File: config.mk
export PLATFORM = sky130hd
export DESIGN_NAME = gmii_media_rx
export DESIGN_NICKNAME = d
export VERILOG_FILES = /design/src/logic/net_pkg.sv /design/src/logic/media_pkg.sv /design/src/logic/udp_hdr_filter.sv /design/src/logic/video_unpack.sv /design/src/logic/aux_unpack.sv /design/src/logic/media_merge.sv /design/src/logic/gmii_media_rx.sv
export VERILOG_INCLUDE_DIRS = /design/src /design/src/logic
export SDC_FILE = /design/constraint.sdc
export NUM_CORES = 1
export LEC_CHECK = 0
export ABC_AREA = 1
export BUFFER_PORTS_ARGS = -buffer_cell sky130_fd_sc_hd__buf_2
export CORE_UTILIZATION = 50
export DETAILED_ROUTE_END_ITERATION = 10
export PLACE_DENSITY_LB_ADDON = 0.12
export REMOVE_ABC_BUFFERS = 1
export SLEW_MARGIN = 25
export SYNTH_ARGS = -nofsm -noshare
export SYNTH_HDL_FRONTEND = slang
export SYNTH_SLANG_ARGS = --single-unit
File: constraint.sdc
create_clock -name clk125 -period 6.7 [get_ports clk125]
set_clock_uncertainty 0.2 [all_clocks]
set_input_delay 1.005 -clock clk125 [delete_from_list [all_inputs] [get_ports clk125]]
set_output_delay 1.005 -clock clk125 [all_outputs]
set_load 0.01 [all_outputs]
File: src/logic/gmii_rx_macros.svh
`ifndef GMII_RX_MACROS_SVH
`define GMII_RX_MACROS_SVH

// byte offsets from the first rx_dv byte, preamble and sfd included
`define OFS_ETYPE    11'd20  // 2 bytes
`define OFS_IPVER    11'd22
`define OFS_PROTO    11'd31
`define OFS_IPDST    11'd38  // 4 bytes
`define OFS_UDPDST   11'd44  // 2 bytes
`define OFS_PAYLOAD  11'd50

// expected header values
`define ETYPE_IPV4   16'h0800
`define IPVER_V4     8'h45   // v4, no options
`define PROTO_UDP    8'h11

// node address 192.168.0.1, id input adds to it
`define NODE_IP      32'hc0a8_0001
`define PORT_VIDEO   16'd12345
`define PORT_AUX     16'd12346

// last byte index taken from each payload kind
`define VIDEO_LAST   11'd1330
`define AUX_LAST     11'd114

// receiver credits, initial and max
`define RX_CREDITS   4'd8

`endif

File: src/logic/net_pkg.sv
package net_pkg;

	// one gmii byte
	typedef logic [7:0] byte_t;

	// position in the frame, counted from the first rx_dv byte
	typedef logic [10:0] byte_idx_t;

	typedef logic [15:0] etype_t;
	typedef logic [31:0] ipv4_addr_t;
	typedef logic [15:0] udp_port_t;

	// what the payload of the current frame is
	typedef enum logic [1:0] {
		FC_NONE  = 2'd0,
		FC_VIDEO = 2'd1,
		FC_AUX   = 2'd2
	} frame_class_t;

endpackage

File: src/logic/media_pkg.sv
package media_pkg;

	typedef logic [10:0] line_t;    // low bits of the 12-bit line number
	typedef logic [11:0] sample_t;  // packed audio sample

	// one pixel pair with the line header of its frame
	typedef struct packed {
		logic           field;
		line_t          line;
		net_pkg::byte_t px0;  // first byte of the pair
		net_pkg::byte_t px1;
	} video_word_t;

	// tagged output word
	// kind 0 carries a video_word_t
	// kind 1 carries a sample in the low 12 bits
	typedef struct packed {
		logic        kind;
		logic [27:0] payload;
	} media_word_t;

endpackage

File: src/logic/udp_hdr_filter.sv
`include "gmii_rx_macros.svh"

module udp_hdr_filter (
	input  logic                  clk125,
	input  logic                  sys_rst,
	input  net_pkg::byte_t        rxd,
	input  logic                  rx_dv,
	input  logic                  id,
	output net_pkg::byte_t        pay_byte,
	output logic                  pay_dv,
	output net_pkg::byte_idx_t    byte_idx,
	output net_pkg::frame_class_t frame_class
);

	net_pkg::byte_idx_t  rx_count;  // index of the byte on rxd now
	net_pkg::etype_t     eth_type;
	net_pkg::byte_t      ip_ver;
	net_pkg::byte_t      ip_proto;
	net_pkg::ipv4_addr_t ip_dst;
	net_pkg::udp_port_t  udp_dst;

	net_pkg::ipv4_addr_t node_dst;
	logic                hdr_ok;

	// id moves the accepted address up by one
	assign node_dst = `NODE_IP + {31'd0, id};

	assign hdr_ok = (eth_type == `ETYPE_IPV4) &&
		(ip_ver == `IPVER_V4) &&
		(ip_proto == `PROTO_UDP) &&
		(ip_dst == node_dst);

	// byte counting, header capture and class decision
	always_ff @(posedge clk125) begin
		if (sys_rst) begin
			rx_count    <= '0;
			eth_type    <= '0;
			ip_ver      <= '0;
			ip_proto    <= '0;
			ip_dst      <= '0;
			udp_dst     <= '0;
			frame_class <= net_pkg::FC_NONE;
		end else if (rx_dv) begin
			if (rx_count != 11'h7ff)
				rx_count <= rx_count + 11'd1;  // hold at the top on giant frames
			case (rx_count)
				`OFS_ETYPE:              eth_type[15:8] <= rxd;
				`OFS_ETYPE + 11'd1:      eth_type[7:0]  <= rxd;
				`OFS_IPVER:              ip_ver         <= rxd;
				`OFS_PROTO:              ip_proto       <= rxd;
				`OFS_IPDST:              ip_dst[31:24]  <= rxd;
				`OFS_IPDST + 11'd1:      ip_dst[23:16]  <= rxd;
				`OFS_IPDST + 11'd2:      ip_dst[15:8]   <= rxd;
				`OFS_IPDST + 11'd3:      ip_dst[7:0]    <= rxd;
				`OFS_UDPDST:             udp_dst[15:8]  <= rxd;
				`OFS_UDPDST + 11'd1:     udp_dst[7:0]   <= rxd;
				`OFS_PAYLOAD: begin
					// all header bytes are in by now
					if (hdr_ok && udp_dst == `PORT_VIDEO)
						frame_class <= net_pkg::FC_VIDEO;
					else if (hdr_ok && udp_dst == `PORT_AUX)
						frame_class <= net_pkg::FC_AUX;
					else
						frame_class <= net_pkg::FC_NONE;
				end
				default: ;
			endcase
		end else begin
			// end of frame, forget everything
			rx_count    <= '0;
			eth_type    <= '0;
			ip_ver      <= '0;
			ip_proto    <= '0;
			ip_dst      <= '0;
			udp_dst     <= '0;
			frame_class <= net_pkg::FC_NONE;
		end
	end

	// byte stream to the unpackers, one cycle behind rxd
	always_ff @(posedge clk125) begin
		if (sys_rst)
			pay_dv <= 1'b0;
		else
			pay_dv <= rx_dv;
	end

	always_ff @(posedge clk125) begin
		pay_byte <= rxd;
		byte_idx <= rx_count;
	end

endmodule

File: src/logic/video_unpack.sv
`include "gmii_rx_macros.svh"

module video_unpack (
	input  logic                     clk125,
	input  logic                     sys_rst,
	input  net_pkg::byte_t           pay_byte,
	input  logic                     pay_dv,
	input  net_pkg::byte_idx_t       byte_idx,
	input  net_pkg::frame_class_t    frame_class,
	output logic                     vid_valid,
	output media_pkg::video_word_t   vid_word
);

	typedef enum logic {
		PIX_FIRST,
		PIX_SECOND
	} pix_state_t;

	pix_state_t        state;
	media_pkg::line_t  line_num;
	logic              field_bit;
	net_pkg::byte_t    first_px;   // waits for its partner
	logic              vid_byte;
	logic              pix_byte;

	assign vid_byte = pay_dv && (frame_class == net_pkg::FC_VIDEO);
	// pixel data starts after the two header bytes
	assign pix_byte = vid_byte && (byte_idx > `OFS_PAYLOAD + 11'd1) &&
		(byte_idx <= `VIDEO_LAST);

	always_ff @(posedge clk125) begin
		if (sys_rst) begin
			state     <= PIX_FIRST;
			vid_valid <= 1'b0;
		end else begin
			vid_valid <= 1'b0;
			if (frame_class != net_pkg::FC_VIDEO) begin
				state <= PIX_FIRST;  // drops an unpaired byte
			end else if (pix_byte) begin
				state     <= (state == PIX_FIRST) ? PIX_SECOND : PIX_FIRST;
				vid_valid <= (state == PIX_SECOND);
			end
		end
	end

	always_ff @(posedge clk125) begin
		if (vid_byte && byte_idx == `OFS_PAYLOAD)
			line_num[7:0] <= pay_byte;
		if (vid_byte && byte_idx == `OFS_PAYLOAD + 11'd1) begin
			line_num[10:8] <= pay_byte[2:0];  // bit 11 of the line is not kept
			field_bit      <= pay_byte[4];
		end
		if (pix_byte && state == PIX_FIRST)
			first_px <= pay_byte;
		if (pix_byte && state == PIX_SECOND)
			vid_word <= '{field: field_bit, line: line_num, px0: first_px, px1: pay_byte};
	end

endmodule

File: src/logic/aux_unpack.sv
`include "gmii_rx_macros.svh"

module aux_unpack (
	input  logic                  clk125,
	input  logic                  sys_rst,
	input  net_pkg::byte_t        pay_byte,
	input  logic                  pay_dv,
	input  net_pkg::byte_idx_t    byte_idx,
	input  net_pkg::frame_class_t frame_class,
	output logic                  aux_valid,
	output media_pkg::sample_t    aux_word
);

	typedef enum logic [1:0] {
		GRP_B0,
		GRP_B1,
		GRP_B2
	} grp_state_t;

	grp_state_t     state;
	net_pkg::byte_t lo_byte;    // b0, low 8 bits of sample one
	logic [3:0]     spare_nib;  // b1 high nibble, low bits of sample two
	logic           aux_byte;

	assign aux_byte = pay_dv && (frame_class == net_pkg::FC_AUX) &&
		(byte_idx <= `AUX_LAST);

	always_ff @(posedge clk125) begin
		if (sys_rst) begin
			state     <= GRP_B0;
			aux_valid <= 1'b0;
		end else begin
			aux_valid <= 1'b0;
			if (frame_class != net_pkg::FC_AUX) begin
				state <= GRP_B0;
			end else if (aux_byte) begin
				case (state)
					GRP_B0: state <= GRP_B1;
					GRP_B1: begin
						state     <= GRP_B2;
						aux_valid <= 1'b1;
					end
					default: begin
						state     <= GRP_B0;
						aux_valid <= 1'b1;
					end
				endcase
			end
		end
	end

	always_ff @(posedge clk125) begin
		if (aux_byte && state == GRP_B0)
			lo_byte <= pay_byte;
		if (aux_byte && state == GRP_B1) begin
			aux_word  <= {pay_byte[3:0], lo_byte};
			spare_nib <= pay_byte[7:4];
		end
		if (aux_byte && state == GRP_B2)
			aux_word <= {pay_byte, spare_nib};
	end

endmodule

File: src/logic/media_merge.sv
`include "gmii_rx_macros.svh"

module media_merge (
	input  logic                   clk125,
	input  logic                   sys_rst,
	input  logic                   vid_valid,
	input  media_pkg::video_word_t vid_word,
	input  logic                   aux_valid,
	input  media_pkg::sample_t     aux_word,
	input  logic                   credit_return,
	output logic                   out_valid,
	output media_pkg::media_word_t out_word,
	output logic [15:0]            drop_count
);

	media_pkg::media_word_t in_word;
	logic                   in_valid;
	logic                   send;
	logic [3:0]             credits;

	assign in_valid = vid_valid || aux_valid;
	assign send     = in_valid && (credits != 4'd0);

	always_comb begin
		in_word.kind = aux_valid;
		if (aux_valid)
			in_word.payload = {16'd0, aux_word};
		else
			in_word.payload = vid_word;
	end

	always_ff @(posedge clk125) begin
		if (sys_rst) begin
			out_valid  <= 1'b0;
			credits    <= `RX_CREDITS;
			drop_count <= '0;
		end else begin
			out_valid <= send;
			if (in_valid && !send)
				drop_count <= drop_count + 16'd1;  // no credit, word is lost
			if (send && !credit_return)
				credits <= credits - 4'd1;
			else if (credit_return && !send)
				credits <= credits + 4'd1;
		end
	end

	always_ff @(posedge clk125) begin
		if (send)
			out_word <= in_word;
	end

	// one frame has one class, so the unpackers never collide
	a_one_source: assert property (@(posedge clk125) disable iff (sys_rst)
		!(vid_valid && aux_valid));

	// receiver returned more than it was given
	a_credit_max: assert property (@(posedge clk125) disable iff (sys_rst)
		credit_return |-> (send || credits < `RX_CREDITS));

endmodule

File: src/logic/gmii_media_rx.sv
`include "gmii_rx_macros.svh"

// a word leaves three clocks after its last byte is sampled on rxd
module gmii_media_rx (
	input  logic                   clk125,
	input  logic                   sys_rst,
	input  net_pkg::byte_t         rxd,
	input  logic                   rx_dv,
	input  logic                   id,
	input  logic                   credit_return,
	output logic                   out_valid,
	output media_pkg::media_word_t out_word,
	output logic [15:0]            drop_count
);

	net_pkg::byte_t         pay_byte;
	logic                   pay_dv;
	net_pkg::byte_idx_t     byte_idx;
	net_pkg::frame_class_t  frame_class;
	logic                   vid_valid;
	media_pkg::video_word_t vid_word;
	logic                   aux_valid;
	media_pkg::sample_t     aux_word;

	udp_hdr_filter i_filter (
		.clk125, .sys_rst, .rxd, .rx_dv, .id,
		.pay_byte, .pay_dv, .byte_idx, .frame_class
	);

	video_unpack i_video (
		.clk125, .sys_rst, .pay_byte, .pay_dv, .byte_idx, .frame_class,
		.vid_valid, .vid_word
	);

	aux_unpack i_aux (
		.clk125, .sys_rst, .pay_byte, .pay_dv, .byte_idx, .frame_class,
		.aux_valid, .aux_word
	);

	media_merge i_merge (
		.clk125, .sys_rst, .vid_valid, .vid_word, .aux_valid, .aux_word,
		.credit_return, .out_valid, .out_word, .drop_count
	);

endmodule

Word-level counts from Yosys, hierarchy flattened:

Cells that the tools add are included.

* register bits after elaboration: 240
* bits in latches: 0
* memory bits (writable): 0
* memory bits (read-only): 0
* bits of input ports: 13
* output and inout bits: 46
* word-level logic and storage cells: 117
* memories: 0

* add/subtract/negate cells: 5
* multiply operators: 0
* div/mod/pow operators: 0
* magnitude comparators: 3
* eq/ne operators: 26
* shifts and indexed selects: 0
* muxes and demuxes: 10
* bitwise gates (word level): 4
* reduce and logical (&&, ||, !) cells: 33

Operators with widths (count)
* 11-bit by 6-bit == test with 1-bit output, second input constant: 9
* 11-bit by 5-bit == test with 1-bit output, second input constant: 4
* 12-bit two-way mux: 3
* 31-bit by 2-bit adder with 32-bit output, first input constant: 1
* 16-bit by 14-bit == test with 1-bit output, second input constant: 2
* 32-bit == test: 1
* 1-bit logical AND: 21
* 16-bit by 1-bit adder with 16-bit output, second input constant: 1
* 16-bit by 12-bit == test with 1-bit output, second input constant: 1
* 11-bit by 1-bit adder with 11-bit output, second input constant: 1
* 11-bit by 6-bit > comparator with 1-bit output, second input constant: 1
* 11-bit less-or-equal comparator, second input constant: 1
* 11-bit by 7-bit less-or-equal comparator with 1-bit output, second input constant: 1
* 11-bit != test, second input constant: 1
* 8-bit by 5-bit == test with 1-bit output, second input constant: 1
* 8-bit by 7-bit == test with 1-bit output, second input constant: 1
* 4-bit two-way mux: 2
* 2-bit OR reduction: 3
* 3-bit OR reduction: 2
* 4-bit by 1-bit adder with 4-bit output, second input constant: 1
* 2-bit by 1-bit == test with 1-bit output, second input constant: 2
* 2-bit == test, second input constant: 2
* 2-bit two-way mux: 2
* 1-bit inverter: 4
* other kinds (10): 13

Depth between registers and ports, before layout:

Gate-level depths: netlist of the first run.

* depth after elaboration: 7
* mapped depth: 14
* gate-level depth less buffers: 14

Modules after synthesis:

From an unflattened synthesis of the first run, not the netlist that was laid out.

* cells, all modules: 1043
* area, all modules: 9848.2 µm²

By module, submodules not included
* udp_hdr_filter: times used 1, cells an instance 547, area an instance 4458.0 µm², sequential area each 2262.2 µm²
* media_merge: times used 1, cells an instance 280, area an instance 2399.8 µm², sequential area each 1291.2 µm²
* video_unpack: times used 1, cells an instance 111, area an instance 1810.5 µm², sequential area each 1481.4 µm²
* aux_unpack: times used 1, cells an instance 105, area an instance 1179.9 µm², sequential area each 780.7 µm²

Worst setup path before layout of the first run:

OpenSTA, ideal clock, no wires.

* kind: register to register
* from: register i_merge.credits[1]
* to: register i_merge.credits[3]
* setup time: 0.123 ns
* arrival: 3.042 ns
* data required time: 6.377 ns
* slack: 3.335 ns
* cell stages (with the launch flop): 15
* path buffers: 0
* clock period less this slack: 3.365 ns
* cells stage by stage: dfxtp_1 > inv_1 > nand3_1 > inv_1 > nor2_1 > ha_1 > ha_1 > nand2_1 > nand2_1 > a21oi_1 > nor2_1 > nor2_1 > nand2_1 > a21oi_1 > o21ai_0

* cells in the longest elaborated chain, start to end: 5
* elaborated cells on any way between the ends: 10
* those cells by class: add/sub: 2; mux: 2; reduce/logical: 6

RTL lines
* start, declared: RTL line media_merge.sv:19 `logic [3:0] credits;`
* start signal, assigned: RTL line media_merge.sv:35 `` credits <= `RX_CREDITS; ``
* start signal, assigned: RTL line media_merge.sv:42 `credits <= credits - 4'd1;`
* start signal, assigned: RTL line media_merge.sv:44 `credits <= credits + 4'd1;`
* 4-bit nonzero test *: RTL line media_merge.sv:22 `assign send = in_valid && (credits != 4'd0);`
* 1-bit logical AND *: RTL line media_merge.sv:22
* named net i_merge.send: RTL line media_merge.sv:18 `logic send;`
* 1-bit logical NOT: RTL line media_merge.sv:43 `else if (credit_return && !send)`
* 1-bit logical AND: RTL line media_merge.sv:43
* 2-bit nonzero test (no source line)

The timed path passes the listed nets; every way through them passes the cells marked *. The select of a mux whose other input is x is not followed.
A chain may end at the register's enable or synchronous reset.

Worst setup path after layout of the first run:

* from: input sys_rst
* to: register i_filter.ip_proto[1]

* cells in the longest elaborated chain, start to end: 1

RTL lines
* start, declared: RTL line gmii_media_rx.sv:6 `input logic sys_rst,`
* 2-bit OR reduction (no source line)
* end signal, assigned: RTL line udp_hdr_filter.sv:50 `` `OFS_PROTO: ip_proto <= rxd; ``
* end, declared: RTL line udp_hdr_filter.sv:18 `net_pkg::byte_t ip_proto;`

No other way between the ends.

==> results of run 1 <==
==> state kept, by name (all words and copies together) (netlist names), 11 cells and up <==
register	count
i_merge.drop_count	16
i_filter.udp_dst	16
i_video.line_num	11
i_filter.byte_idx	11
i_aux.aux_word	12
i_filter.rx_count	11
i_video.vid_word	28
i_filter.ip_dst	32
i_merge.out_word	29
i_filter.eth_type	16
==> worst reg2reg max path: cells and delay by family, from the launching register on <==
family                   cells  cell delay (ps)
flip-flops                   1              360
AND/OR/NAND/NOR              7              500
buffers and inverters        3              490
adder cells (fa/ha/maj)      2              510
AO/OA/AOI/OAI                3              340
==> area by class of cell <==
class	instances	share of cell area (%)
clock buffers	36	7.06
clock inverters	9	0.954
inverters	150	5.32
multi-input cells	545	26.3
flip-flops and latches	240	54.7
well taps	229	2.70
repair buffers	61	2.94
==> path summary, 6_finish.rpt <==
| kind | from | endpoint | cells past startpoint |
|---|---|---|---|
| min | i_video.first_px[6]$_DFFE_PP_ | i_video.vid_word[14]$_DFFE_PP_ | 0 |
| max reg2reg | i_merge.credits[1]$_SDFFE_PP0P_ | i_merge.credits[3]$_SDFFE_PP1P_ | 15 |
| max | sys_rst | i_filter.ip_proto[1]$_SDFFE_PP0N_ | 7 |
| min reg2reg | i_video.first_px[6]$_DFFE_PP_ | i_video.vid_word[14]$_DFFE_PP_ | 0 |
==> kinds of logic (layout without fill, tap and decap cells) <==
logic type | count (synthesis) | count (layout)
and+or+nand+nor | 305 | 305
DFF | 240 | 240
AOI/OAI and AO/OA | 225 | 225
buffers and inverters | 180 | 256
adders and majority gates | 9 | 9
xor gates and xnor gates | 6 | 6
==> power by group through the flow <==
stage          Sequential (mW)  Clock [mW]  Combinational (mW)
3_5_place_dp              1.56           0              0.0467
3_3_place_gp              1.56           0              0.0461
4_1_cts                   1.53        1.43              0.0469
5_1_grt                   1.53        1.49              0.0522
6_report                  1.53        1.40              0.0464
2_1_floorplan             1.56           0              0.0255
==> cells in the mapped netlist (2+ instances only) <==
library cell               number
sky130_fd_sc_hd__a21oi_1      107
sky130_fd_sc_hd__a21oi_2        2
sky130_fd_sc_hd__a31oi_1        4
sky130_fd_sc_hd__buf_2          3
sky130_fd_sc_hd__buf_6          9
sky130_fd_sc_hd__clkbuf_1      15
sky130_fd_sc_hd__dfxtp_1      139
sky130_fd_sc_hd__edfxtp_1     101
sky130_fd_sc_hd__ha_1           8
sky130_fd_sc_hd__inv_1        144
sky130_fd_sc_hd__inv_2          4
sky130_fd_sc_hd__nand2_1      135
sky130_fd_sc_hd__nand3_1       32
sky130_fd_sc_hd__nand3_2        2
sky130_fd_sc_hd__nand4_1        8
sky130_fd_sc_hd__nand4_4        6
sky130_fd_sc_hd__nor2_1        90
sky130_fd_sc_hd__nor2_4         4
sky130_fd_sc_hd__nor3_1        17
sky130_fd_sc_hd__nor3_4         2
sky130_fd_sc_hd__nor3b_1        2
sky130_fd_sc_hd__o21ai_0      100
sky130_fd_sc_hd__o21ai_1        9
sky130_fd_sc_hd__o21ai_2        2
sky130_fd_sc_hd__xnor2_1        3
sky130_fd_sc_hd__xor2_1         3
==> placed cells by master (no fill, tap or decap), drive strengths merged <==
cell	instances
a211oi	1
nor3b	2
xnor2	3
ha	8
nand4	15
clkbuf	36
a31oi	4
edfxtp	101
nand2	135
a21oi	109
or2	1
nor3	20
buf	61
dfxtp	139
o21ai	111
bufinv	2
clkinvlp	1
nor4	1
fa	1
nand3b	1
nand3	35
xor2	3
inv	150
clkinv	6
nor2	95
==> stage by stage <==
step           total power, mW  cell area [um^2]
3_5_place_dp              1.61              9780
6_report                  2.98             10600
2_1_floorplan             1.58              9160
4_1_cts                   3.01             10600
5_1_grt                   3.07             10600
3_3_place_gp              1.61              9780
==> layer usage <==
metal / track usage, % / share of wire (%) / vias up
li1: - / - / 3308
met1: 24.9 / 47 / 2828
met2: 31.0 / 47 / 98
met3: 2.90 / 3.7 / 29
met4: 6.02 / 2.5 / 0
met5: 0 / 0 / -
==> run_summary.xml, run 1 <==
<?xml version="1.0" encoding="UTF-8"?>
<metrics>
  <group name="run_status">
    <metric name="run_status" unit="">finished, violations left</metric>
    <metric name="violations" unit="">design-rule violations</metric>
  </group>
  <group name="floorplan">
    <metric name="core_area" unit="um^2">18100</metric>
    <metric name="floorplan.io_pins" unit="">59</metric>
    <metric name="die-area" unit="um^2">19300</metric>
    <metric name="dieHeight" unit="um">139</metric>
    <metric name="die_w" unit="um">139</metric>
    <metric name="initial_util" unit="%">51.6</metric>
    <metric name="row_count" unit="">49</metric>
  </group>
  <group name="power_and_ir_drop">
    <metric name="combPwrFrac" unit="%">1.6</metric>
    <metric name="power.net_switching" unit="mW">0.589</metric>
    <metric name="power.share.clock" unit="%">47.1</metric>
    <metric name="pwr-share-seq" unit="%">51.3</metric>
    <metric name="pwr_density_cell" unit="nW/um^2">280</metric>
    <metric name="power.switching_fraction" unit="%">19.8</metric>
    <metric name="leakagePower" unit="nW">4.08</metric>
    <metric name="cellInternalPower" unit="mW">2.39</metric>
    <metric name="peakVddDrop" unit="mV">0.187</metric>
  </group>
  <group name="layout">
    <metric name="n_antenna_cell" unit="">0</metric>
    <metric name="fillCellCount" unit="">1588</metric>
    <metric name="fin_cells" unit="">1270</metric>
    <metric name="register_area" unit="um^2">5820</metric>
    <metric name="final_core_util" unit="%">58.6</metric>
    <metric name="num-nets-final" unit="">1045</metric>
    <metric name="syn_to_final_growth" unit="%">13.5</metric>
    <metric name="final_layout_size_suffix_gt1_share" unit="%">12.6</metric>
    <metric name="multi_input_comb_area" unit="um^2">2800</metric>
  </group>
  <group name="global_route">
    <metric name="initial_antenna_violation_count" unit="">0</metric>
    <metric name="grt_first_pass_wirelength" unit="um">29200</metric>
    <metric name="globalRoute.totalOverflow" unit="">0</metric>
    <metric name="largest_net_degree_at_the_start_of_global_routing" unit="">74</metric>
    <metric name="grt_pass1_vias" unit="">5905</metric>
    <metric name="globalRouteTotalUtil" unit="%">18.6</metric>
  </group>
  <group name="cts">
    <metric name="worst_setup_hold_path_clk_slew" unit="ps">60</metric>
    <metric name="cts.sinks" unit="">240</metric>
    <metric name="cts_buffer_depth" unit="">3</metric>
    <metric name="number_of_gates_resized_after_cts" unit="">0</metric>
    <metric name="tritoncts" unit="">built</metric>
    <metric name="cts_buffers" unit="">25</metric>
    <metric name="post_cts_hold_buffer_count" unit="">0</metric>
    <metric name="post_cts.repair.setup_buffers" unit="">0</metric>
    <metric name="h-tree-depth" unit="">1</metric>
    <metric name="clkLatencyLatePin" unit="ps">520</metric>
    <metric name="cts_root_buffer" unit="">sky130_fd_sc_hd__clkbuf_16</metric>
  </group>
  <group name="worst_setup_path">
    <metric name="timing.critical_path.mode_cell" unit="">sky130_fd_sc_hd__inv_1</metric>
    <metric name="path_delay_family" unit="">buffers and inverters</metric>
    <metric name="critical-path-max-stage-delay" unit="ps">540</metric>
    <metric name="critPathLaunchType" unit="">input pin</metric>
    <metric name="crit_fanout" unit="">73</metric>
    <metric name="crit_path_cell_trace" unit="">buf_2 &gt; inv_1 &gt; nand2_1 &gt; inv_1 &gt; buf_4 &gt; o21ai_0 &gt; a21oi_1</metric>
    <metric name="path_buf_inv" unit="">4</metric>
    <metric name="cp.arrival" unit="ps">3290</metric>
    <metric name="critical_path_required" unit="ps">6940</metric>
    <metric name="criticalPathCategory" unit="">in -&gt; reg</metric>
    <metric name="rrSetupSlack" unit="ps">4180</metric>
    <metric name="endpoint_kind" unit="">flip-flop</metric>
    <metric name="critical-path-slowest-cell" unit="">sky130_fd_sc_hd__buf_4</metric>
  </group>
  <group name="timing">
    <metric name="timing.final.max_slew_violations" unit="">0</metric>
    <metric name="post-route-period-util" unit="%">45.5</metric>
    <metric name="achievable_clock_frequency" unit="GHz">0.328</metric>
    <metric name="post-route-min-period" unit="ps">3050</metric>
    <metric name="rsz0062_at_grt" unit="">no</metric>
    <metric name="fin_worst_hold_slack" unit="ps">217</metric>
    <metric name="max-slew-margin-rel" unit="%">36.9</metric>
    <metric name="setup_total_negative_slack" unit="ps">0</metric>
    <metric name="postLayoutSetupSlackWorst" unit="ps">3650</metric>
    <metric name="final-hold-violation-count" unit="">0</metric>
    <metric name="tightestPinTransition" unit="ps">941</metric>
    <metric name="endpoints_failing_setup" unit="">0</metric>
  </group>
  <group name="routing">
    <metric name="antenna_left" unit="">0</metric>
    <metric name="dr_total_vias" unit="">6263</metric>
    <metric name="drc_errors_left" unit="">4</metric>
    <metric name="wl_per_cell" unit="um">13.6</metric>
    <metric name="drt-vias-per-instance" unit="">4.93</metric>
    <metric name="drt_iter0_drc" unit="">326</metric>
    <metric name="postRouteWirelength" unit="um">17300</metric>
    <metric name="firstDrtPassIters" unit="">8</metric>
  </group>
  <group name="placement">
    <metric name="detailedPlacementHpwl" unit="um">11500</metric>
    <metric name="place.gp.congestion" unit="">0.782</metric>
    <metric name="detailedPlace.worstSlack" unit="ps">3120</metric>
    <metric name="numPortBuffers" unit="">58</metric>
    <metric name="dp_cells" unit="">1225</metric>
  </group>
  <group name="synthesis">
    <metric name="syn-cell-area" unit="um^2">9360</metric>
    <metric name="synth_xor_xnor_area_share" unit="%">0.561</metric>
    <metric name="synthDominantCellAreaShare" unit="%">32.4</metric>
    <metric name="synthesized_area_divided_by_synthesized_cell_count" unit="um^2">9.70</metric>
    <metric name="fraction_of_registers_with_async_set_or_reset_after_synthesis" unit="%">0</metric>
    <metric name="synthMuxAreaShare" unit="%">0</metric>
    <metric name="postSynthRegisterBits" unit="">240</metric>
    <metric name="yosys-top-cells-area" unit="">sky130_fd_sc_hd__edfxtp_1 (32%), sky130_fd_sc_hd__dfxtp_1 (30%), sky130_fd_sc_hd__inv_1 (5.8%)</metric>
    <metric name="synth_top_flop_cell" unit="">sky130_fd_sc_hd__dfxtp_1</metric>
    <metric name="syn_warnings" unit="">0</metric>
    <metric name="post-synth-top-area-cell" unit="">sky130_fd_sc_hd__edfxtp_1</metric>
    <metric name="adder_cell_area_share_of_the_yosys_netlist" unit="%">1.28</metric>
    <metric name="synthCells" unit="">965</metric>
    <metric name="synth-compound-area-share" unit="%">12.3</metric>
    <metric name="post_synth_num_cell_types" unit="">40</metric>
    <metric name="number_of_enable_type_register_cells_in_the_synthesized_netlist" unit="">101</metric>
    <metric name="synth_simple_gate_area_share" unit="%">15.6</metric>
    <metric name="synth_sequential_area_ratio" unit="%">62.1</metric>
    <metric name="largest_family_of_logic_cells_by_synthesized_area" unit="">simple AND/OR/NAND/NOR gates</metric>
  </group>
  <group name="hold_path">
    <metric name="min_delay_worst_type" unit="">reg -&gt; reg</metric>
  </group>
  <group name="flow_run">
    <metric name="max_cap_violations" unit="">0</metric>
  </group>
</metrics>
No activity file was read; power rests on OpenSTA's default activity.
==> run 2, diff against run 1 <==
==> constraint.sdc (replaced) <==
create_clock -name clk125 -period 2.9 [get_ports clk125]
set_clock_uncertainty 0.2 [all_clocks]
set_input_delay 0.435 -clock clk125 [delete_from_list [all_inputs] [get_ports clk125]]
set_output_delay 0.435 -clock clk125 [all_outputs]
set_load 0.01 [all_outputs]
==> run_summary.xml, run 2 (synthesis gave the netlist of run 1 again) <==
<?xml version="1.0" encoding="UTF-8"?>
<metrics>
  <group name="flow_run">
    <metric name="max_cap_violations" unit="">0</metric>
  </group>
  <group name="layout">
    <metric name="largest_reg_flops" unit="">32</metric>
    <metric name="final_layout_size_suffix_gt1_share" unit="%">13.3</metric>
    <metric name="num-nets-final" unit="">1062</metric>
    <metric name="fin_cells" unit="">1287</metric>
    <metric name="multi_input_comb_area" unit="um^2">2790</metric>
    <metric name="commonest_non_fill_non_tap_cells_in_the_layout" unit="">sky130_fd_sc_hd__inv_1 (144), sky130_fd_sc_hd__dfxtp_1 (139), sky130_fd_sc_hd__nand2_1 (135)</metric>
    <metric name="n_antenna_cell" unit="">0</metric>
    <metric name="registers.top_by_ff_count" unit="">i_filter.ip_dst</metric>
    <metric name="reg.largest.list" unit="">i_filter.ip_dst x32, i_merge.out_word x29, i_video.vid_word x28</metric>
    <metric name="final_core_util" unit="%">59.5</metric>
    <metric name="final_common_cell" unit="">sky130_fd_sc_hd__inv_1</metric>
    <metric name="syn_to_final_growth" unit="%">15.2</metric>
    <metric name="register_area" unit="um^2">5820</metric>
    <metric name="fillCellCount" unit="">1547</metric>
  </group>
  <group name="timing">
    <metric name="final-hold-violation-count" unit="">0</metric>
    <metric name="timing.final.max_slew_violations" unit="">0</metric>
    <metric name="achievable_clock_frequency" unit="GHz">0.456</metric>
    <metric name="endpoints_failing_setup" unit="">0</metric>
    <metric name="tightestPinTransition" unit="ps">668</metric>
    <metric name="post-route-period-util" unit="%">75.7</metric>
    <metric name="max-slew-margin-rel" unit="%">55.3</metric>
    <metric name="rsz0062_at_grt" unit="">no</metric>
    <metric name="fin_worst_hold_slack" unit="ps">106</metric>
    <metric name="post-route-min-period" unit="ps">2190</metric>
  </group>
  <group name="worst_setup_path">
    <metric name="endpoint_kind" unit="">flip-flop</metric>
    <metric name="timing.critical_path.mode_cell" unit="">sky130_fd_sc_hd__nand2_1</metric>
    <metric name="critical-path-slowest-cell" unit="">sky130_fd_sc_hd__nand3_1</metric>
    <metric name="cp.arrival" unit="ps">2220</metric>
    <metric name="crit_path_cell_trace" unit="">clkinv_1 &gt; nand2_1 &gt; nor4_1 &gt; nand2_1 &gt; inv_2 &gt; nand3_1 &gt; nand2_1 &gt; o21ai_0</metric>
    <metric name="worst_setup_path_startpoint" unit="">i_filter.byte_idx[9]$_DFF_P_</metric>
    <metric name="critical-path-max-stage-delay" unit="ps">470</metric>
    <metric name="critPathLaunchType" unit="">flip-flop</metric>
    <metric name="critical_path_required" unit="ps">2920</metric>
    <metric name="r2r.worst_path.cells" unit="">8</metric>
    <metric name="worst_r2r_startpoint" unit="">i_filter.byte_idx[9]$_DFF_P_</metric>
    <metric name="criticalPathCategory" unit="">reg -&gt; reg</metric>
    <metric name="crit_fanout" unit="">22</metric>
  </group>
  <group name="placement">
    <metric name="numPortBuffers" unit="">58</metric>
    <metric name="place.gp.congestion" unit="">0.773</metric>
    <metric name="dp_cells" unit="">1234</metric>
    <metric name="detailedPlacementHpwl" unit="um">11500</metric>
  </group>
  <group name="hold_path">
    <metric name="worst_hold_path_cells" unit="">2</metric>
    <metric name="hold_path_startpoint" unit="">sys_rst</metric>
    <metric name="min_delay_worst_type" unit="">in -&gt; reg</metric>
  </group>
  <group name="power_and_ir_drop">
    <metric name="power.net_switching" unit="mW">1.33</metric>
    <metric name="power.share.clock" unit="%">47.5</metric>
    <metric name="power.switching_fraction" unit="%">19.1</metric>
    <metric name="peakVddDrop" unit="mV">0.377</metric>
    <metric name="cellInternalPower" unit="mW">5.63</metric>
    <metric name="pwr_density_cell" unit="nW/um^2">645</metric>
    <metric name="leakagePower" unit="nW">4.17</metric>
    <metric name="pwr-share-seq" unit="%">50.8</metric>
    <metric name="p_total" unit="mW">6.96</metric>
    <metric name="combPwrFrac" unit="%">1.7</metric>
  </group>
  <group name="floorplan">
    <metric name="initial_util" unit="%">51.6</metric>
    <metric name="row_count" unit="">49</metric>
    <metric name="core_area" unit="um^2">18100</metric>
    <metric name="floorplan.io_pins" unit="">59</metric>
    <metric name="die_w" unit="um">139</metric>
    <metric name="die-area" unit="um^2">19300</metric>
    <metric name="dieHeight" unit="um">139</metric>
  </group>
  <group name="run_status">
    <metric name="run_status" unit="">finished, violations left</metric>
    <metric name="violations" unit="">design-rule violations</metric>
  </group>
  <group name="cts">
    <metric name="cts.sinks" unit="">240</metric>
    <metric name="worst_setup_hold_path_clk_slew" unit="ps">60</metric>
    <metric name="cts_buffers" unit="">25</metric>
    <metric name="clkLatencyLatePin" unit="ps">510</metric>
    <metric name="cts_root_buffer" unit="">sky130_fd_sc_hd__clkbuf_16</metric>
    <metric name="tritoncts" unit="">built</metric>
    <metric name="cts_buffer_depth" unit="">3</metric>
    <metric name="post_cts.repair.setup_buffers" unit="">0</metric>
    <metric name="h-tree-depth" unit="">1</metric>
  </group>
  <group name="global_route">
    <metric name="grt_first_pass_wirelength" unit="um">28700</metric>
    <metric name="initial_antenna_violation_count" unit="">0</metric>
    <metric name="globalRoute.totalOverflow" unit="">0</metric>
    <metric name="globalRouteTotalUtil" unit="%">18.3</metric>
    <metric name="grt_pass1_vias" unit="">5856</metric>
    <metric name="largest_net_degree_at_the_start_of_global_routing" unit="">45</metric>
  </group>
  <group name="routing">
    <metric name="drt_iter0_drc" unit="">402</metric>
    <metric name="postRouteWirelength" unit="um">17300</metric>
    <metric name="dr_total_vias" unit="">6302</metric>
    <metric name="drt-vias-per-instance" unit="">4.90</metric>
    <metric name="wl_per_cell" unit="um">13.4</metric>
    <metric name="drc_errors_left" unit="">6</metric>
    <metric name="antenna_left" unit="">0</metric>
    <metric name="firstDrtPassIters" unit="">9</metric>
  </group>
</metrics>
run 2: worst paths after layout:
path | to | slack, ps
worst min-delay path | i_merge.credits[1]$_SDFFE_PP0P_ | 110
worst min register to register | i_video.vid_word[13]$_DFFE_PP_ | 210
worst max register to register | i_aux.aux_word[6]$_DFFE_PP_ | 710
worst max-delay path | i_aux.aux_word[6]$_DFFE_PP_ | 710
run 2: power by group through the flow:
stage / combinational, mW / clock (mW) / sequential [mW]
floorplan: 0.0590 / 0 / 3.60
global placement: 0.111 / 0 / 3.61
detailed placement: 0.112 / 0 / 3.61
CTS: 0.121 / 3.39 / 3.53
global route: 0.133 / 3.52 / 3.53
finish: 0.120 / 3.31 / 3.53
run 2: what timing repair did:
| item | in CTS | in global routing |
|---|---|---|
| hold buffers | 8 | 0 |
| hold endpoints to repair | 8 | 0 |
| resized for setup | 0 | 0 |
| endpoints found under the setup margin | 0 | 0 |
run 2: critical path: cells and delay by family, from the launching register on:
kind,cells,cell delay (ps)
AND/OR/NAND/NOR,5,1170
flip-flops,1,310
AO/OA/AOI/OAI,1,100
buffers and inverters,2,140
run 2: through the flow:
| stage | setup slack, ps | cell area (um^2) | setup TNS [ps] |
|---|---|---|---|
| after floorplan | -886 | 9160 | -2840 |
| after global placement | 775 | 9830 | 0 |
| after detailed placement | 705 | 9830 | 0 |
| after CTS | 681 | 10800 | 0 |
| after global routing | 412 | 10800 | 0 |
| final | 706 | 10800 | 0 |
run 2: routing by layer:
metal,wire length [um],part of all wire [%],GRT usage [%]
met2,8060,47,30.4
met3,579,3.4,2.76
met1,8280,48,24.8
met4,354,2.0,5.85
met5,0,0,0
run 2: cell type report:
class | count | area share [%]
Clock buffer | 38 | 7.09
Clock inverter | 7 | 1.02
Inverter | 150 | 5.24
Multi-Input combinational cell | 545 | 25.8
Sequential cell | 240 | 53.9
Tap cell | 229 | 2.66
Timing Repair Buffer | 78 | 4.27
==> run 3, diff against run 2 <==
--- a/config.mk
+++ b/config.mk
@@ -6,7 +6,7 @@
 export SDC_FILE = /design/constraint.sdc
 export NUM_CORES = 1
 export LEC_CHECK = 0
-export ABC_AREA = 1
+export ABC_AREA = 0
 export BUFFER_PORTS_ARGS = -buffer_cell sky130_fd_sc_hd__buf_2
 export CORE_UTILIZATION = 50
 export DETAILED_ROUTE_END_ITERATION = 10
==> constraint.sdc (replaced) <==
create_clock -name clk125 -period 2.1 [get_ports clk125]
set_clock_uncertainty 0.2 [all_clocks]
set_input_delay 0.315 -clock clk125 [delete_from_list [all_inputs] [get_ports clk125]]
set_output_delay 0.315 -clock clk125 [all_outputs]
set_load 0.01 [all_outputs]
==> run_summary.xml, run 3 <==
<?xml version="1.0" encoding="UTF-8"?>
<metrics>
  <group name="hold_path">
    <metric name="min_delay_worst_type" unit="">in -&gt; reg</metric>
    <metric name="hold_path_startpoint" unit="">sys_rst</metric>
  </group>
  <group name="global_route">
    <metric name="grt_pass1_vias" unit="">5840</metric>
    <metric name="globalRoute.totalOverflow" unit="">0</metric>
    <metric name="globalRouteTotalUtil" unit="%">19.5</metric>
    <metric name="grt_first_pass_wirelength" unit="um">28500</metric>
    <metric name="initial_antenna_violation_count" unit="">0</metric>
    <metric name="largest_net_degree_at_the_start_of_global_routing" unit="">30</metric>
  </group>
  <group name="layout">
    <metric name="num-nets-final" unit="">875</metric>
    <metric name="reg.largest.list" unit="">i_filter.ip_dst x32, i_merge.out_word x29, i_video.vid_word x28</metric>
    <metric name="final_common_cell" unit="">sky130_fd_sc_hd__dfxtp_1</metric>
    <metric name="multi_input_comb_area" unit="um^2">3360</metric>
    <metric name="largest_reg_flops" unit="">32</metric>
    <metric name="registers.top_by_ff_count" unit="">i_filter.ip_dst</metric>
    <metric name="n_antenna_cell" unit="">0</metric>
    <metric name="fin_cells" unit="">1097</metric>
    <metric name="final_layout_size_suffix_gt1_share" unit="%">27.5</metric>
    <metric name="syn_to_final_growth" unit="%">25.2</metric>
    <metric name="register_area" unit="um^2">5820</metric>
    <metric name="final_core_util" unit="%">64.8</metric>
    <metric name="fillCellCount" unit="">1317</metric>
    <metric name="commonest_non_fill_non_tap_cells_in_the_layout" unit="">sky130_fd_sc_hd__dfxtp_1 (133), sky130_fd_sc_hd__edfxtp_1 (101), sky130_fd_sc_hd__nand2_1 (95)</metric>
  </group>
  <group name="synthesis">
    <metric name="synthCells" unit="">720</metric>
    <metric name="yosys-top-cells-area" unit="">sky130_fd_sc_hd__edfxtp_1 (34%), sky130_fd_sc_hd__dfxtp_1 (31%), sky130_fd_sc_hd__mux2i_1 (9.4%)</metric>
    <metric name="fraction_of_registers_with_async_set_or_reset_after_synthesis" unit="%">0</metric>
    <metric name="synth_cell_count_leaders" unit="">sky130_fd_sc_hd__dfxtp_1 (139), sky130_fd_sc_hd__edfxtp_1 (101), sky130_fd_sc_hd__nand2_1 (96)</metric>
    <metric name="synthesized_area_divided_by_synthesized_cell_count" unit="um^2">12.6</metric>
    <metric name="post-synth-top-area-cell" unit="">sky130_fd_sc_hd__edfxtp_1</metric>
    <metric name="synth_sequential_area_ratio" unit="%">64.3</metric>
    <metric name="synthDominantCellAreaShare" unit="%">33.5</metric>
    <metric name="syn-cell-area" unit="um^2">9040</metric>
    <metric name="synth_top_flop_cell" unit="">sky130_fd_sc_hd__dfxtp_1</metric>
    <metric name="number_of_enable_type_register_cells_in_the_synthesized_netlist" unit="">101</metric>
    <metric name="post_synth_num_cell_types" unit="">51</metric>
    <metric name="syn_warnings" unit="">0</metric>
    <metric name="postSynthRegisterBits" unit="">240</metric>
    <metric name="yosys.cell_count.top_type" unit="">sky130_fd_sc_hd__dfxtp_1</metric>
  </group>
  <group name="run_status">
    <metric name="run_status" unit="">finished, violations left</metric>
    <metric name="violations" unit="">negative setup slack</metric>
  </group>
  <group name="placement">
    <metric name="dp_cells" unit="">1035</metric>
    <metric name="detailedPlacementHpwl" unit="um">11600</metric>
    <metric name="detailedPlace.worstSlack" unit="ps">-242</metric>
    <metric name="numPortBuffers" unit="">58</metric>
    <metric name="place.gp.congestion" unit="">0.810</metric>
  </group>
  <group name="routing">
    <metric name="drc_errors_left" unit="">0</metric>
    <metric name="firstDrtPassIters" unit="">6</metric>
    <metric name="dr_total_vias" unit="">5850</metric>
    <metric name="drt-vias-per-instance" unit="">5.33</metric>
    <metric name="antenna_left" unit="">0</metric>
    <metric name="postRouteWirelength" unit="um">18100</metric>
    <metric name="wl_per_cell" unit="um">16.5</metric>
    <metric name="drt_iter0_drc" unit="">213</metric>
  </group>
  <group name="cts">
    <metric name="cts.sinks" unit="">240</metric>
    <metric name="cts_root_buffer" unit="">sky130_fd_sc_hd__clkbuf_16</metric>
    <metric name="tritoncts" unit="">built</metric>
    <metric name="clkLatencyLatePin" unit="ps">520</metric>
    <metric name="cts_buffer_depth" unit="">3</metric>
    <metric name="h-tree-depth" unit="">1</metric>
    <metric name="cts_buffers" unit="">25</metric>
    <metric name="worst_setup_hold_path_clk_slew" unit="ps">70</metric>
  </group>
  <group name="timing">
    <metric name="tightestPinTransition" unit="ps">501</metric>
    <metric name="setup_total_negative_slack" unit="ps">-693</metric>
    <metric name="postLayoutSetupSlackWorst" unit="ps">-144</metric>
    <metric name="achievable_clock_frequency" unit="GHz">0.446</metric>
    <metric name="max-slew-margin-rel" unit="%">66.5</metric>
    <metric name="post-route-period-util" unit="%">107</metric>
    <metric name="rsz0062_at_grt" unit="">yes</metric>
    <metric name="timing.final.max_slew_violations" unit="">0</metric>
    <metric name="post-route-min-period" unit="ps">2240</metric>
    <metric name="fin_worst_hold_slack" unit="ps">103</metric>
    <metric name="final-hold-violation-count" unit="">0</metric>
    <metric name="endpoints_failing_setup" unit="">20</metric>
  </group>
  <group name="worst_setup_path">
    <metric name="critical-path-max-stage-delay" unit="ps">330</metric>
    <metric name="cp.arrival" unit="ps">2490</metric>
    <metric name="worst_setup_path_startpoint" unit="">i_merge.credits[2]$_SDFFE_PP0P_</metric>
    <metric name="worst_r2r_startpoint" unit="">i_merge.credits[2]$_SDFFE_PP0P_</metric>
    <metric name="path_delay_family" unit="">multiplexers</metric>
    <metric name="crit_fanout" unit="">2</metric>
    <metric name="endpoint_kind" unit="">flip-flop</metric>
    <metric name="critPathLaunchType" unit="">flip-flop</metric>
    <metric name="critical_path_required" unit="ps">2350</metric>
    <metric name="path_buf_inv" unit="">1</metric>
    <metric name="criticalPathCategory" unit="">reg -&gt; reg</metric>
    <metric name="critical-path-slowest-cell" unit="">sky130_fd_sc_hd__dfxtp_2</metric>
    <metric name="crit_path_cell_trace" unit="">nor4_2 &gt; buf_4 &gt; nor2_4 &gt; ha_4 &gt; ha_4 &gt; a21o_1 &gt; a21oi_2 &gt; mux2i_1 &gt; mux2i_1</metric>
  </group>
  <group name="floorplan">
    <metric name="core_area" unit="um^2">17500</metric>
    <metric name="die-area" unit="um^2">18600</metric>
    <metric name="dieHeight" unit="um">136</metric>
    <metric name="die_w" unit="um">136</metric>
    <metric name="initial_util" unit="%">51.7</metric>
    <metric name="row_count" unit="">48</metric>
    <metric name="floorplan.io_pins" unit="">59</metric>
  </group>
  <group name="power_and_ir_drop">
    <metric name="peakVddDrop" unit="mV">0.659</metric>
    <metric name="leakagePower" unit="nW">4.47</metric>
    <metric name="pwr_density_cell" unit="nW/um^2">828</metric>
  </group>
  <group name="flow_run">
    <metric name="max_cap_violations" unit="">0</metric>
  </group>
</metrics>
## run 3: changes by cell type in the layout (fill, tap and decap cells not counted), moves of 40 or more
cell / delta
sky130_fd_sc_hd__nand2_1: -40
sky130_fd_sc_hd__nor2_1: -51
sky130_fd_sc_hd__mux2i_1: +85
sky130_fd_sc_hd__inv_1: -134
sky130_fd_sc_hd__a21oi_1: -91
sky130_fd_sc_hd__o21ai_0: -88
## run 3: per-stage QoR
| stage | total power, mW | area, um^2 |
|---|---|---|
| after floorplan | 5.03 | 8940 |
| after global placement | 5.12 | 10000 |
| after detailed placement | 5.13 | 10000 |
| after CTS | 9.44 | 11200 |
| after global routing | 9.64 | 11300 |
| final | 9.37 | 11300 |
## run 3: power breakdown
part | switching (mW) | leakage, nW | internal, mW | total [mW]
Clock | 1.72 | 0.393 | 2.59 | 4.31
Sequential | 0.0233 | 2.03 | 4.85 | 4.88
Combinational | 0.112 | 2.05 | 0.0671 | 0.179
Total | 1.86 | 4.47 | 7.51 | 9.37
## run 3: path summary, 6_finish.rpt
check | slack, ps | endpoint | cells after the start
min reg2reg | 220 | i_video.vid_word[17]$_DFFE_PP_ | 0
max reg2reg | -140 | i_merge.credits[3]$_SDFFE_PP1P_ | 9
max | -140 | i_merge.credits[3]$_SDFFE_PP1P_ | 9
min | 100 | i_merge.drop_count[8]$_SDFFE_PP0P_ | 3
## run 3: cell families (layout without fill, tap and decap cells)
| logic type | count (synthesis) | count (layout) | synth area share [%] |
|---|---|---|---|
| DFF | 240 | 240 | 64.3 |
| buffers and inverters | 38 | 190 | 1.65 |
| and+or+nand+nor | 266 | 266 | 16.0 |
| xor gates and xnor gates | 11 | 11 | 1.07 |
| muxes | 112 | 112 | 12.8 |
| adders and majority gates | 9 | 9 | 1.33 |
| AOI/OAI and AO/OA | 44 | 44 | 2.86 |
## run 3: what timing repair did
item                                   in CTS  in global routing
gates resized for setup                    43                 30
endpoints found under the hold margin      16                  0
setup endpoints to repair                 100                111
pin swaps                                  16                 18
gates cloned                                1                  1
setup buffers                               3                  7
hold buffers                                8                  0
## run 3: final cells by class
cell class | count | area share, %
Tap cell | 225 | 2.49
Inverter | 12 | 0.420
Multi-Input combinational cell | 442 | 29.7
Clock inverter | 9 | 0.940
Timing Repair Buffer | 132 | 8.69
Sequential cell | 240 | 51.5
Clock buffer | 37 | 6.28
## run 3: worst reg2reg max path, delay by kind of cell (launching register included)
family / cells / cell delay [ps]
flops: 1 / 330
simple gates: 2 / 320
fa+ha+maj: 2 / 410
buf+inv: 1 / 170
compound gates: 2 / 330
mux: 2 / 420
## run 3: routing by layer
layer / wire [um] / part of all wire (%) / GRT usage [%] / vias up
met5: 0 / 0 / 0 / -
met4: 352 / 1.9 / 5.62 / 0
met3: 588 / 3.2 / 2.95 / 33
met2: 9250 / 51 / 35.7 / 101
met1: 7910 / 44 / 23.7 / 2858
li1: - / - / - / 2858
